File: src/fp16Pkg.sv
`default_nettype none

package fp16Pkg;

	// binary16 field widths
	localparam int expW  = 5;
	localparam int fracW = 10;
	localparam int manW  = fracW + 1;      // Hidden bit included
	localparam int rawW  = manW + 4;       // Carry on top, G R S below

	// Packed word, sign in bit 15
	typedef logic [15:0] fp16T;

	typedef logic [expW-1:0] expT;         // Biased exponent
	typedef logic [manW-1:0] manT;         // 1.fraction

	// Carry, 11 significand bits, guard, round, sticky
	typedef logic [rawW-1:0] rawSumT;

	localparam expT expBias = 5'd15;
	localparam expT expMax  = 5'd31;       // Reserved exponent, inf and NaN

endpackage

`default_nettype wire

File: src/fpAddCtrlPkg.sv
`default_nettype none

package fpAddCtrlPkg;

	// Handshake FSM
	typedef enum logic [1:0] {
		IDLE,      // Waiting for req
		BUSY,      // Token in the datapath
		DONE       // ack high, waiting for req low
	} ctrlStateT;

	// Registered stages between issue and the result
	localparam int pipeDepth = 3;

endpackage

`default_nettype wire

File: src/fpAddAlignSum.sv
`timescale 1ns/1ps
`default_nettype none

module fpAddAlignSum
	import fp16Pkg::*;
(
	input  wire         clk,
	input  wire         rstN,
	input  wire         issue,
	input  wire fp16T   aReg,
	input  wire fp16T   bReg,
	input  wire         subReg,
	output logic        s1Valid,
	output logic        sumSign,
	output expT         bigExp,
	output rawSumT      rawSum
);

	logic        aSign, bSign;
	expT         aExp, bExp;
	manT         aMan, bMan;
	logic        swap;            // B has the larger magnitude
	logic        bigSign;
	expT         bigExpC, smlExp;
	manT         bigMan, smlMan;
	expT         expDiff;
	logic [3:0]  shAmt;
	logic [24:0] smlExt;          // Small significand with room for 14 lost bits
	logic [12:0] smlAlign;        // Significand plus guard and round
	logic        sticky;
	logic        effSub;
	rawSumT      bigOp, smlOp, sumC;

	// Unpack, subnormals read as zero
	always_comb begin
		aSign = aReg[15];
		bSign = bReg[15] ^ subReg;                        // Subtract is add of -B
		aExp  = aReg[14:10];
		bExp  = bReg[14:10];
		aMan  = (aExp == '0) ? '0 : {1'b1, aReg[9:0]};
		bMan  = (bExp == '0) ? '0 : {1'b1, bReg[9:0]};
	end

	// Magnitude order, flushed operands compare as zero
	assign swap = {bExp, bMan} > {aExp, aMan};

	assign bigSign = swap ? bSign : aSign;
	assign bigExpC = swap ? bExp : aExp;
	assign bigMan  = swap ? bMan : aMan;
	assign smlExp  = swap ? aExp : bExp;
	assign smlMan  = swap ? aMan : bMan;

	// Alignment distance, past 14 everything lands in sticky
	assign expDiff = bigExpC - smlExp;
	assign shAmt   = (expDiff > 5'd14) ? 4'd14 : expDiff[3:0];

	assign smlExt   = {smlMan, 14'b0} >> shAmt;
	assign smlAlign = smlExt[24:12];
	assign sticky   = |smlExt[11:0];                      // OR of all lost bits

	assign bigOp = {1'b0, bigMan, 3'b000};
	assign smlOp = {1'b0, smlAlign, sticky};

	// Effective operation from the two signs
	assign effSub = aSign ^ bSign;
	assign sumC   = effSub ? bigOp - smlOp : bigOp + smlOp;   // Never negative

	// Token
	always_ff @(posedge clk) begin
		if (!rstN) begin
			s1Valid <= 1'b0;
		end else begin
			s1Valid <= issue;
		end
	end

	// Stage 1 payload
	always_ff @(posedge clk) begin
		if (issue) begin
			sumSign <= bigSign;                           // Result takes sign of larger
			bigExp  <= bigExpC;
			rawSum  <= sumC;
		end
	end

endmodule

`default_nettype wire

File: src/fpNormalizeShift.sv
`timescale 1ns/1ps
`default_nettype none

module fpNormalizeShift
	import fp16Pkg::*;
(
	input  wire                clk,
	input  wire                rstN,
	input  wire                s1Valid,
	input  wire                sumSign,
	input  wire expT           bigExp,
	input  wire rawSumT        rawSum,
	output logic               s2Valid,
	output logic               normSign,
	output logic signed [5:0]  normExp,
	output rawSumT             normSig,
	output logic               isZero
);

	logic [13:0]       body;       // Sum below the carry bit
	logic [3:0]        lz;         // Leading zeros of body
	logic [13:0]       lvl1, lvl2;
	rawSumT            sigC;
	logic signed [5:0] expC;

	assign body = rawSum[13:0];

	// Priority count, highest set bit wins
	always_comb begin
		lz = 4'd14;                                   // All zero
		for (int i = 0; i < 14; i++) begin
			if (body[i]) lz = 4'(13 - i);
		end
	end

	always_comb begin                                 // Coarse shift 0/4/8/12
		case (lz[3:2])
			2'b00:   lvl1 = body;
			2'b01:   lvl1 = {body[9:0], 4'b0};
			2'b10:   lvl1 = {body[5:0], 8'b0};
			default: lvl1 = {body[1:0], 12'b0};
		endcase
	end

	always_comb begin                                 // Fine shift 0/1/2/3
		case (lz[1:0])
			2'b00:   lvl2 = lvl1;
			2'b01:   lvl2 = {lvl1[12:0], 1'b0};
			2'b10:   lvl2 = {lvl1[11:0], 2'b0};
			default: lvl2 = {lvl1[10:0], 3'b0};
		endcase
	end

	// Carry out moves right one, else left by lz
	always_comb begin
		if (rawSum[14]) begin
			sigC = {1'b0, rawSum[14:2], rawSum[1] | rawSum[0]};   // Keep sticky
			expC = $signed({1'b0, bigExp}) + 6'sd1;
		end else begin
			sigC = {1'b0, lvl2};
			expC = $signed({1'b0, bigExp}) - $signed({2'b0, lz});
		end
	end

	always_ff @(posedge clk) begin
		if (!rstN) begin
			s2Valid <= 1'b0;
		end else begin
			s2Valid <= s1Valid;
		end
	end

	always_ff @(posedge clk) begin
		if (s1Valid) begin
			normSign <= sumSign;
			normExp  <= expC;
			normSig  <= sigC;
			isZero   <= (rawSum == '0);               // Exact cancellation
		end
	end

endmodule

`default_nettype wire

File: src/fpRoundPack.sv
`timescale 1ns/1ps
`default_nettype none

module fpRoundPack
	import fp16Pkg::*;
(
	input  wire                clk,
	input  wire                rstN,
	input  wire                s2Valid,
	input  wire                normSign,
	input  wire signed [5:0]   normExp,
	input  wire rawSumT        normSig,
	input  wire                isZero,
	output logic               s3Valid,
	output fp16T               resOut,
	output logic               ovfOut,
	output logic               inxOut
);

	manT               man;        // 1.fraction before rounding
	logic              guard, rnd, stk;
	logic              roundUp;
	logic              lost;       // Any bit dropped
	logic [11:0]       manRnd;     // One spare bit for mantissa overflow
	logic [9:0]        frac;
	logic signed [6:0] expRnd;
	fp16T              resC;
	logic              ovfC, inxC;

	assign man   = normSig[13:3];
	assign guard = normSig[2];
	assign rnd   = normSig[1];
	assign stk   = normSig[0];

	// Nearest even, ties go to even LSB
	assign roundUp = guard & (rnd | stk | man[0]);
	assign lost    = guard | rnd | stk;

	assign manRnd = {1'b0, man} + {11'b0, roundUp};

	// 1.111..1 + 1 wraps to 10.000..0
	assign frac   = manRnd[11] ? manRnd[10:1] : manRnd[9:0];
	assign expRnd = {normExp[5], normExp} + {6'b0, manRnd[11]};

	always_comb begin
		ovfC = 1'b0;
		inxC = lost;
		resC = {normSign, expRnd[4:0], frac};
		if (isZero) begin
			resC = '0;                                    // Cancellation gives +0
			inxC = 1'b0;
		end else if (expRnd >= $signed({2'b0, expMax})) begin
			resC = {normSign, expMax, 10'b0};             // Signed infinity
			ovfC = 1'b1;
			inxC = 1'b1;
		end else if (expRnd <= 7'sd0) begin
			resC = {normSign, 15'b0};                     // Flush to signed zero
			inxC = 1'b1;
		end
	end

	always_ff @(posedge clk) begin
		if (!rstN) begin
			s3Valid <= 1'b0;
		end else begin
			s3Valid <= s2Valid;
		end
	end

	always_ff @(posedge clk) begin
		if (s2Valid) begin
			resOut <= resC;
			ovfOut <= ovfC;
			inxOut <= inxC;
		end
	end

endmodule

`default_nettype wire

File: src/fpAddCtrl.sv
`timescale 1ns/1ps
`default_nettype none

module fpAddCtrl
	import fpAddCtrlPkg::*;
	import fp16Pkg::*;
(
	input  wire         clk,
	input  wire         rstN,
	input  wire         req,
	input  wire fp16T   opA,
	input  wire fp16T   opB,
	input  wire         sub,
	output logic        ack,
	output logic        issue,
	output fp16T        aReg,
	output fp16T        bReg,
	output logic        subReg,
	input  wire         s3Valid,
	input  wire fp16T   resIn,
	input  wire         ovfIn,
	input  wire         inxIn,
	output fp16T        result,
	output logic        overflow,
	output logic        inexact
);

	localparam int cntW = $clog2(pipeDepth + 1);

	ctrlStateT       state;
	logic [cntW-1:0] flight;      // Stages the token has yet to cross
	logic            take;        // Accept a new operand pair
	logic            capture;     // Result reached the last stage

	assign take    = (state == IDLE) && req;
	assign capture = (state == BUSY) && s3Valid && (flight == '0);

	always_ff @(posedge clk) begin
		if (!rstN) begin
			state  <= IDLE;
			ack    <= 1'b0;
			issue  <= 1'b0;
			flight <= '0;
		end else begin
			issue <= 1'b0;                                // One-cycle pulse
			if (flight != '0) flight <= flight - 1'b1;
			case (state)
				IDLE: if (take) begin
					issue  <= 1'b1;
					flight <= cntW'(pipeDepth);
					state  <= BUSY;
				end
				BUSY: if (capture) begin
					ack   <= 1'b1;
					state <= DONE;
				end
				DONE: if (!req) begin                     // Four-phase return
					ack   <= 1'b0;
					state <= IDLE;
				end
				default: state <= IDLE;
			endcase
		end
	end

	// Operands held for the datapath, result held while ack is high
	always_ff @(posedge clk) begin
		if (take) begin
			aReg   <= opA;
			bReg   <= opB;
			subReg <= sub;
		end
		if (capture) begin
			result   <= resIn;
			overflow <= ovfIn;
			inexact  <= inxIn;
		end
	end

endmodule

`default_nettype wire

File: src/fpAddSub.sv
`timescale 1ns/1ps
`default_nettype none

module fpAddSub
	import fp16Pkg::*;
(
	input  wire         clk,
	input  wire         rstN,
	input  wire         req,
	input  wire fp16T   opA,
	input  wire fp16T   opB,
	input  wire         sub,
	output logic        ack,
	output fp16T        result,
	output logic        overflow,
	output logic        inexact
);

	logic              issue;
	fp16T              aReg, bReg;
	logic              subReg;
	logic              s1Valid, s2Valid, s3Valid;   // Token chain
	logic              sumSign;
	expT               bigExp;
	rawSumT            rawSum;
	logic              normSign;
	logic signed [5:0] normExp;
	rawSumT            normSig;
	logic              isZero;
	fp16T              resOut;
	logic              ovfOut, inxOut;

	fpAddCtrl uCtrl (
		.clk      (clk),
		.rstN     (rstN),
		.req      (req),
		.opA      (opA),
		.opB      (opB),
		.sub      (sub),
		.ack      (ack),
		.issue    (issue),
		.aReg     (aReg),
		.bReg     (bReg),
		.subReg   (subReg),
		.s3Valid  (s3Valid),
		.resIn    (resOut),
		.ovfIn    (ovfOut),
		.inxIn    (inxOut),
		.result   (result),
		.overflow (overflow),
		.inexact  (inexact)
	);

	fpAddAlignSum uAlign (                           // Stage 1
		.clk     (clk),
		.rstN    (rstN),
		.issue   (issue),
		.aReg    (aReg),
		.bReg    (bReg),
		.subReg  (subReg),
		.s1Valid (s1Valid),
		.sumSign (sumSign),
		.bigExp  (bigExp),
		.rawSum  (rawSum)
	);

	fpNormalizeShift uNorm (                         // Stage 2
		.clk      (clk),
		.rstN     (rstN),
		.s1Valid  (s1Valid),
		.sumSign  (sumSign),
		.bigExp   (bigExp),
		.rawSum   (rawSum),
		.s2Valid  (s2Valid),
		.normSign (normSign),
		.normExp  (normExp),
		.normSig  (normSig),
		.isZero   (isZero)
	);

	fpRoundPack uRound (                             // Stage 3
		.clk      (clk),
		.rstN     (rstN),
		.s2Valid  (s2Valid),
		.normSign (normSign),
		.normExp  (normExp),
		.normSig  (normSig),
		.isZero   (isZero),
		.s3Valid  (s3Valid),
		.resOut   (resOut),
		.ovfOut   (ovfOut),
		.inxOut   (inxOut)
	);

endmodule

`default_nettype wire

File: config.mk
export PLATFORM = sky130hd
export DESIGN_NAME = fpAddSub
export DESIGN_NICKNAME = d
export VERILOG_FILES = /design/src/fp16Pkg.sv /design/src/fpAddCtrlPkg.sv /design/src/fpAddAlignSum.sv /design/src/fpNormalizeShift.sv /design/src/fpRoundPack.sv /design/src/fpAddCtrl.sv /design/src/fpAddSub.sv
export SDC_FILE = /design/constraint.sdc
export NUM_CORES = 1
export LEC_CHECK = 0
export BUFFER_PORTS_ARGS = -buffer_cell sky130_fd_sc_hd__buf_4
export CORE_MARGIN = 4
export CORE_UTILIZATION = 55
export CTS_CLUSTER_DIAMETER = 100
export CTS_CLUSTER_SIZE = 30
export DETAILED_ROUTE_END_ITERATION = 6
export PLACE_DENSITY_LB_ADDON = 0.3
export SYNTH_ARGS = -nofsm -noshare
export SYNTH_HDL_FRONTEND = slang
export SYNTH_SLANG_ARGS = --single-unit
export TNS_END_PERCENT = 30
File: constraint.sdc
create_clock -name clk -period 20.4 [get_ports clk]
set_clock_uncertainty 0.05 [all_clocks]
set_input_delay 4.08 -clock clk [delete_from_list [all_inputs] [get_ports clk]]
set_output_delay 4.08 -clock clk [all_outputs]
set_load 0.05 [all_outputs]
==> results of run 1 <==
metrics by stage:
| stage | power (mW) | instance area, um2 |
|---|---|---|
| finish | 0.866 | 9360 |
| global route | 0.913 | 9360 |
| CTS | 0.868 | 9360 |
| detailed placement | 0.556 | 8750 |
| global placement | 0.554 | 8750 |
| floorplan | 0.499 | 8230 |
final timing paths:
path	start	end	depth (start not counted)
max reg2reg	uCtrl.bReg[10]	uAlign.rawSum[13]	41
min	uRound.resOut[6]	uCtrl.result[6]	0
min reg2reg	uRound.resOut[6]	uCtrl.result[6]	0
max	uCtrl.bReg[10]	uAlign.rawSum[13]	41
where the power goes:
group / internal, mW / total (mW) / switching (mW) / leakage, nW
combinational: 0.0972 / 0.252 / 0.155 / 2.30
sequential: 0.291 / 0.304 / 0.0130 / 1.11
clock: 0.204 / 0.310 / 0.106 / 0.290
cell families after synthesis:
kind of cell    Yosys count  share of synthesized area
simple gates            315                      0.180
compound gates          244                      0.204
flops                   121                      0.431
buf+inv                  89                     0.0420
fa+ha+maj                55                     0.0851
xor+xnor                 33                     0.0351
mux                      19                     0.0239
cells in the final DEF (no fill, tap or decap), types with 17 or more instances in the layout:
master,count
a21oi_1,56
buf_4,60
clkbuf_16,17
edfxtp_1,112
ha_1,52
inv_1,47
nand2_1,123
nand3_1,20
nor2_1,74
nor3_1,18
o21ai_0,69
xnor2_1,23
state kept, by name (all words and copies together) (netlist names), 2 cells and up:
| name | count |
|---|---|
| uCtrl.aReg | 16 |
| uCtrl.bReg | 16 |
| uCtrl.result | 16 |
| uRound.resOut | 16 |
| uAlign.rawSum | 15 |
| uNorm.normSig | 14 |
| uNorm.normExp | 6 |
| uAlign.bigExp | 5 |
| uCtrl.flight | 2 |
| uCtrl.state | 2 |
final cells by class:
cell class | count | area [um2]
Inverter | 48 | 180
Timing Repair Buffer | 60 | 450
Tap cell | 184 | 230
Clock inverter | 12 | 175
Sequential cell | 121 | 3540
Clock buffer | 20 | 437
Multi-Input combinational cell | 666 | 4350
Fill cell | 1197 | 5230
routing by layer:
| metal | track usage | vias up | wire [um] |
|---|---|---|---|
| met5 | 0 | - | 0 |
| met4 | 0.105 | 0 | 610 |
| met3 | 0.0418 | 38 | 1080 |
| met2 | 0.367 | 238 | 8710 |
| met1 | 0.280 | 3107 | 7690 |
| li1 | - | 3316 | - |
==> flow_summary.yaml, run 1 <==
yosys:
  synth_edf_count: 112
  synth_nets: 966
  synth_top_area_frac: 0.409
  yosysWarnings: 0
  synth_common_cells: "nand2_1 (123), edfxtp_1 (112), nor2_1 (74)"
  synthCells: 876
  ys_top_cells_by_area: "edfxtp_1 (41%), ha_1 (7.9%), nand2_1 (5.6%)"
  ys.flop_type: "edfxtp_1"
  synth_top_cell_by_area: "edfxtp_1"
  yosysSeqAreaShare: 0.431
  syn_area_mm2: 0.00823
  ys_ff_latch: 121
  syn_area_per_cell_um2: 9.39
  synth.most_common_cell: "nand2_1"
  synth-async-reset-ratio: 0
  ys_types: 82
global_route:
  grt_usage: 0.221
  antenna_found_initial: 0
  grt-ovfl-total: 0
  grt_pass1_wl_mm: 29.8
  grt_pass1_vias: 6178
  grt_max_degree: 39
power_and_ir_drop:
  powerDensity_mw_per_mm2: 92.6
  ir_drop_uv: 52.2
  power_leakage_nw: 3.69
critical_path:
  critPathLaunchType: "flop"
  critPathTopFamily: "simple AND/OR/NAND/NOR gates"
  cp.required_ns: 20.50
  crit_path_end_kind: "flop"
  slowest_delay_ns: 0.75
  worstPathArrival_ns: 8.54
  cp_num_buf_inv: 4
  crit_top_cell: "a21oi_1"
  critical-path-slowest-cell: "nor3_2"
  worstSetupPathType: "flop to flop"
  regToRegSetupSlack_ns: 11.96
  worstPathMaxFanout: 25
sta:
  fin_crit_sh: 0.414
  whs_ns: 0.361
  rsz0062_at_grt: "false"
  setup_ws_ns: 11.96
  period_needed_ns: 8.44
  worst_pin_slew_ns: 0.982
  setup_violations: 0
  finalSetupTns_ns: 0
  finalHoldViolCount: 0
  maxSlewViolCount: 0
  max_freq_ghz: 0.118
  slew_headroom: 0.339
die:
  initial_utilization: 0.564
  dieArea_mm2: 0.0170
  core_area_mm2: 0.0146
  row_count: 44
  chipWidth_um: 130
  die_y_um: 130
  io_pins: 55
clocking:
  numCtsBuffers: 17
  cts_tree: "done"
  clock_path_buffers: 2
  ctsHoldBuffers: 0
  clkTransAtPathRegs_ns: 0.06
  clock_latency_ns: 0.42
  cts-root-buf: "clkbuf_16"
  cts.htree.levels: 4
  cts_resized: 0
  cts_setup_buffers: 0
  cts_sinks: 121
worst_hold_path:
  hp-class: "flop to flop"
drt:
  vias: 6699
  routed_via_density: 6.03
  drc: 0
  routed_wl_mm: 18.1
  drt_first_iter_violations: 562
  dr.pass1.iters: 5
  wire_per_inst_um: 16.3
  ant_nets: 0
placement:
  numPortBuffers: 54
  dp.cells: 1079
  gp_congestion: 0.912
  hpwl_mm: 13.4
  dp_slack_ns: 12.16
layout:
  utilization: 0.642
  num-nets-final: 1004
  areaGrowthSynthToFinish_pct: 13.8
  diodes: 0
  final_cells: 1111
  drive_gt1_frac: 0.125
status:
  status: "complete, no violations"
run:
  drv_cap: 0
No activity file was read; power rests on OpenSTA's default activity.
==> run 2, diff against run 1 <==
==> constraint.sdc (replaced) <==
create_clock -name clk -period 8.1 [get_ports clk]
set_clock_uncertainty 0.05 [all_clocks]
set_input_delay 1.62 -clock clk [delete_from_list [all_inputs] [get_ports clk]]
set_output_delay 1.62 -clock clk [all_outputs]
set_load 0.05 [all_outputs]
==> run 2 against run 1 <==
  * Clock-buffer cell count down 2
  * Clock power up 130%
  * Critical path depth down 2
  * Power grew 150%
  * Wire length grew 0.35%
  * Final area up 1.2%
  * Fmax rose by 12%
  * Die area stayed put
  * Non-clock buffer count up 16
  * Sequential share of layout area is 0.45 points lower
  * Utilization grew 0.77 points
  * Register-to-register slack lost 11 ns
  * Critical endpoint unchanged
  * Largest power group is now registers
==> flow_summary.yaml, run 2 (same netlist as run 1, synthesis figures left out) <==
clocking:
  clkTransAtPathRegs_ns: 0.06
  clock_latency_ns: 0.42
  cts-root-buf: "clkbuf_16"
  cts_sinks: 121
  numCtsBuffers: 17
  clock_path_buffers: 2
  cts.htree.levels: 4
  cts_tree: "done"
power_and_ir_drop:
  sw_frac_of_total: 0.327
  p_seq_frac: 0.357
  internal_power_mw: 1.44
  clkPwrFrac: 0.339
  ir_drop_uv: 151
  combPwrFrac: 0.303
  powerDensity_mw_per_mm2: 226
  power_leakage_nw: 3.76
  power_switching_mw: 0.701
global_route:
  grt_pass1_vias: 5929
  grt_pass1_wl_mm: 28.6
  grt_usage: 0.214
  top_usage_layer: "met2"
  antenna_found_initial: 0
  grt.met1_usage: 0.273
  use_met2: 0.362
  grt_use_met3: 0.0418
  grt_max_degree: 37
  grt-ovfl-total: 0
layout:
  fillers: 1187
  final_cells: 1127
  areaGrowthSynthToFinish_pct: 15.1
  diodes: 0
  layout.cells.most_common_list: "nand2_1 (122), edfxtp_1 (112), buf_4 (76), nor2_1 (74), o21ai_0 (69)"
  final_cell_area_mm2: 0.00947
  num-nets-final: 1020
  drive_gt1_frac: 0.145
  final_common_cell: "nand2_1"
drt:
  vias: 6750
  ant_nets: 0
  wire_per_inst_um: 16.1
  routed_wl_mm: 18.2
  routed_via_density: 5.99
  drc: 0
  dr.pass1.iters: 5
  drt_first_iter_violations: 581
die:
  dieArea_mm2: 0.0170
  row_count: 44
  die_y_um: 130
  chipWidth_um: 130
  initial_utilization: 0.564
  core_area_mm2: 0.0146
  io_pins: 55
critical_path:
  reg2reg_depth: 39
  slowest_delay_ns: 0.60
  regToRegSetupSlack_ns: 0.56
  r2r_end: "uAlign.rawSum[13]"
  cp.required_ns: 8.21
  critPathLaunch: "uCtrl.bReg[10]"
  worstSetupPathType: "flop to flop"
  crit_top_cell: "a21oi_1"
  crit_path_end_kind: "flop"
  critPathLaunchType: "flop"
  r2r_start: "uCtrl.bReg[10]"
  worstPathMaxFanout: 10
  critical-path-slowest-cell: "or4_4"
  worstPathArrival_ns: 7.65
placement:
  hpwl_mm: 13.2
  numPortBuffers: 54
  placed_area_mm2: 0.00879
  dp.cells: 1085
  gp_congestion: 0.937
sta:
  maxSlewViolCount: 0
  fin_crit_sh: 0.931
  worst_pin_slew_ns: 0.991
  setup_violations: 0
  period_needed_ns: 7.54
  slew_headroom: 0.333
  max_freq_ghz: 0.133
  finalHoldViolCount: 0
  finalSetupTns_ns: 0
worst_hold_path:
  hp-start: "uAlign.sumSign"
  hp-class: "flop to flop"
  hold_depth: 0
  holdPathEnd: "uNorm.normSign"
status:
  status: "complete, no violations"
run:
  drv_cap: 0
[run 2: repair_timing]
| item | 4_1_cts | 5_1_grt |
|---|---|---|
| hold buffers | 0 | 0 |
| resized for setup | 0 | 6 |
| buffers inserted | 0 | 10 |
| endpoints found under the setup margin | 0 | 7 |
| hold endpoints to repair | 0 | 0 |
[run 2: routing by layer]
metal,up-vias,share of wire
met5,-,0
met4,0,0.024
met3,36,0.057
met2,246,0.49
met1,3114,0.42
li1,3354,-
[run 2: how the worst max path moves through the flow]
stage | to | slack [ns] | depth (start not counted)
after floorplan | uAlign.rawSum[13] | 1.13 | 40
after global placement | uAlign.rawSum[14] | 0.56 | 37
after detailed placement | uAlign.rawSum[13] | 0.30 | 39
after CTS | uAlign.rawSum[13] | 0.21 | 39
after global routing | uAlign.rawSum[13] | -0.05 | 40
final | uAlign.rawSum[13] | 0.56 | 39
[run 2: layout make-up]
class                      count  area (um2)  area share
sequential                   121        3540       0.374
clock inverter                14         145      0.0153
multi-input combinational    666        4380       0.462
tap                          184         230      0.0243
inverter                      48         180      0.0190
clock buffer                  18         429      0.0453
timing repair buffer          76         571      0.0602
[run 2: stage by stage]
stage	setup WS [ns]	util	power, mW	hold slack [ns]
after floorplan	1.13	-	1.26	0.350
after global placement	0.562	0.603	1.40	0.350
after detailed placement	0.301	0.603	1.40	0.355
after CTS	0.211	0.642	2.13	0.368
after global routing	-0.0466	0.649	2.26	0.372
final	0.560	0.649	2.14	0.364
[run 2: power groups by stage]
stage | clock (mW) | combinational [mW] | sequential, mW
final | 0.727 | 0.650 | 0.766
after global routing | 0.770 | 0.721 | 0.770
after CTS | 0.737 | 0.631 | 0.765
after detailed placement | 0 | 0.627 | 0.778
after global placement | 0 | 0.626 | 0.778
after floorplan | 0 | 0.493 | 0.765
[run 2: critical path: cells and delay by family, from the launching register on]
family | cells | cell delay (ns)
AND/OR/NAND/NOR | 16 | 2.90
flip-flops | 1 | 0.48
AO/OA/AOI/OAI | 15 | 2.67
buffers and inverters | 3 | 0.18
adder cells (fa/ha/maj) | 4 | 0.91
XOR/XNOR | 1 | 0.09
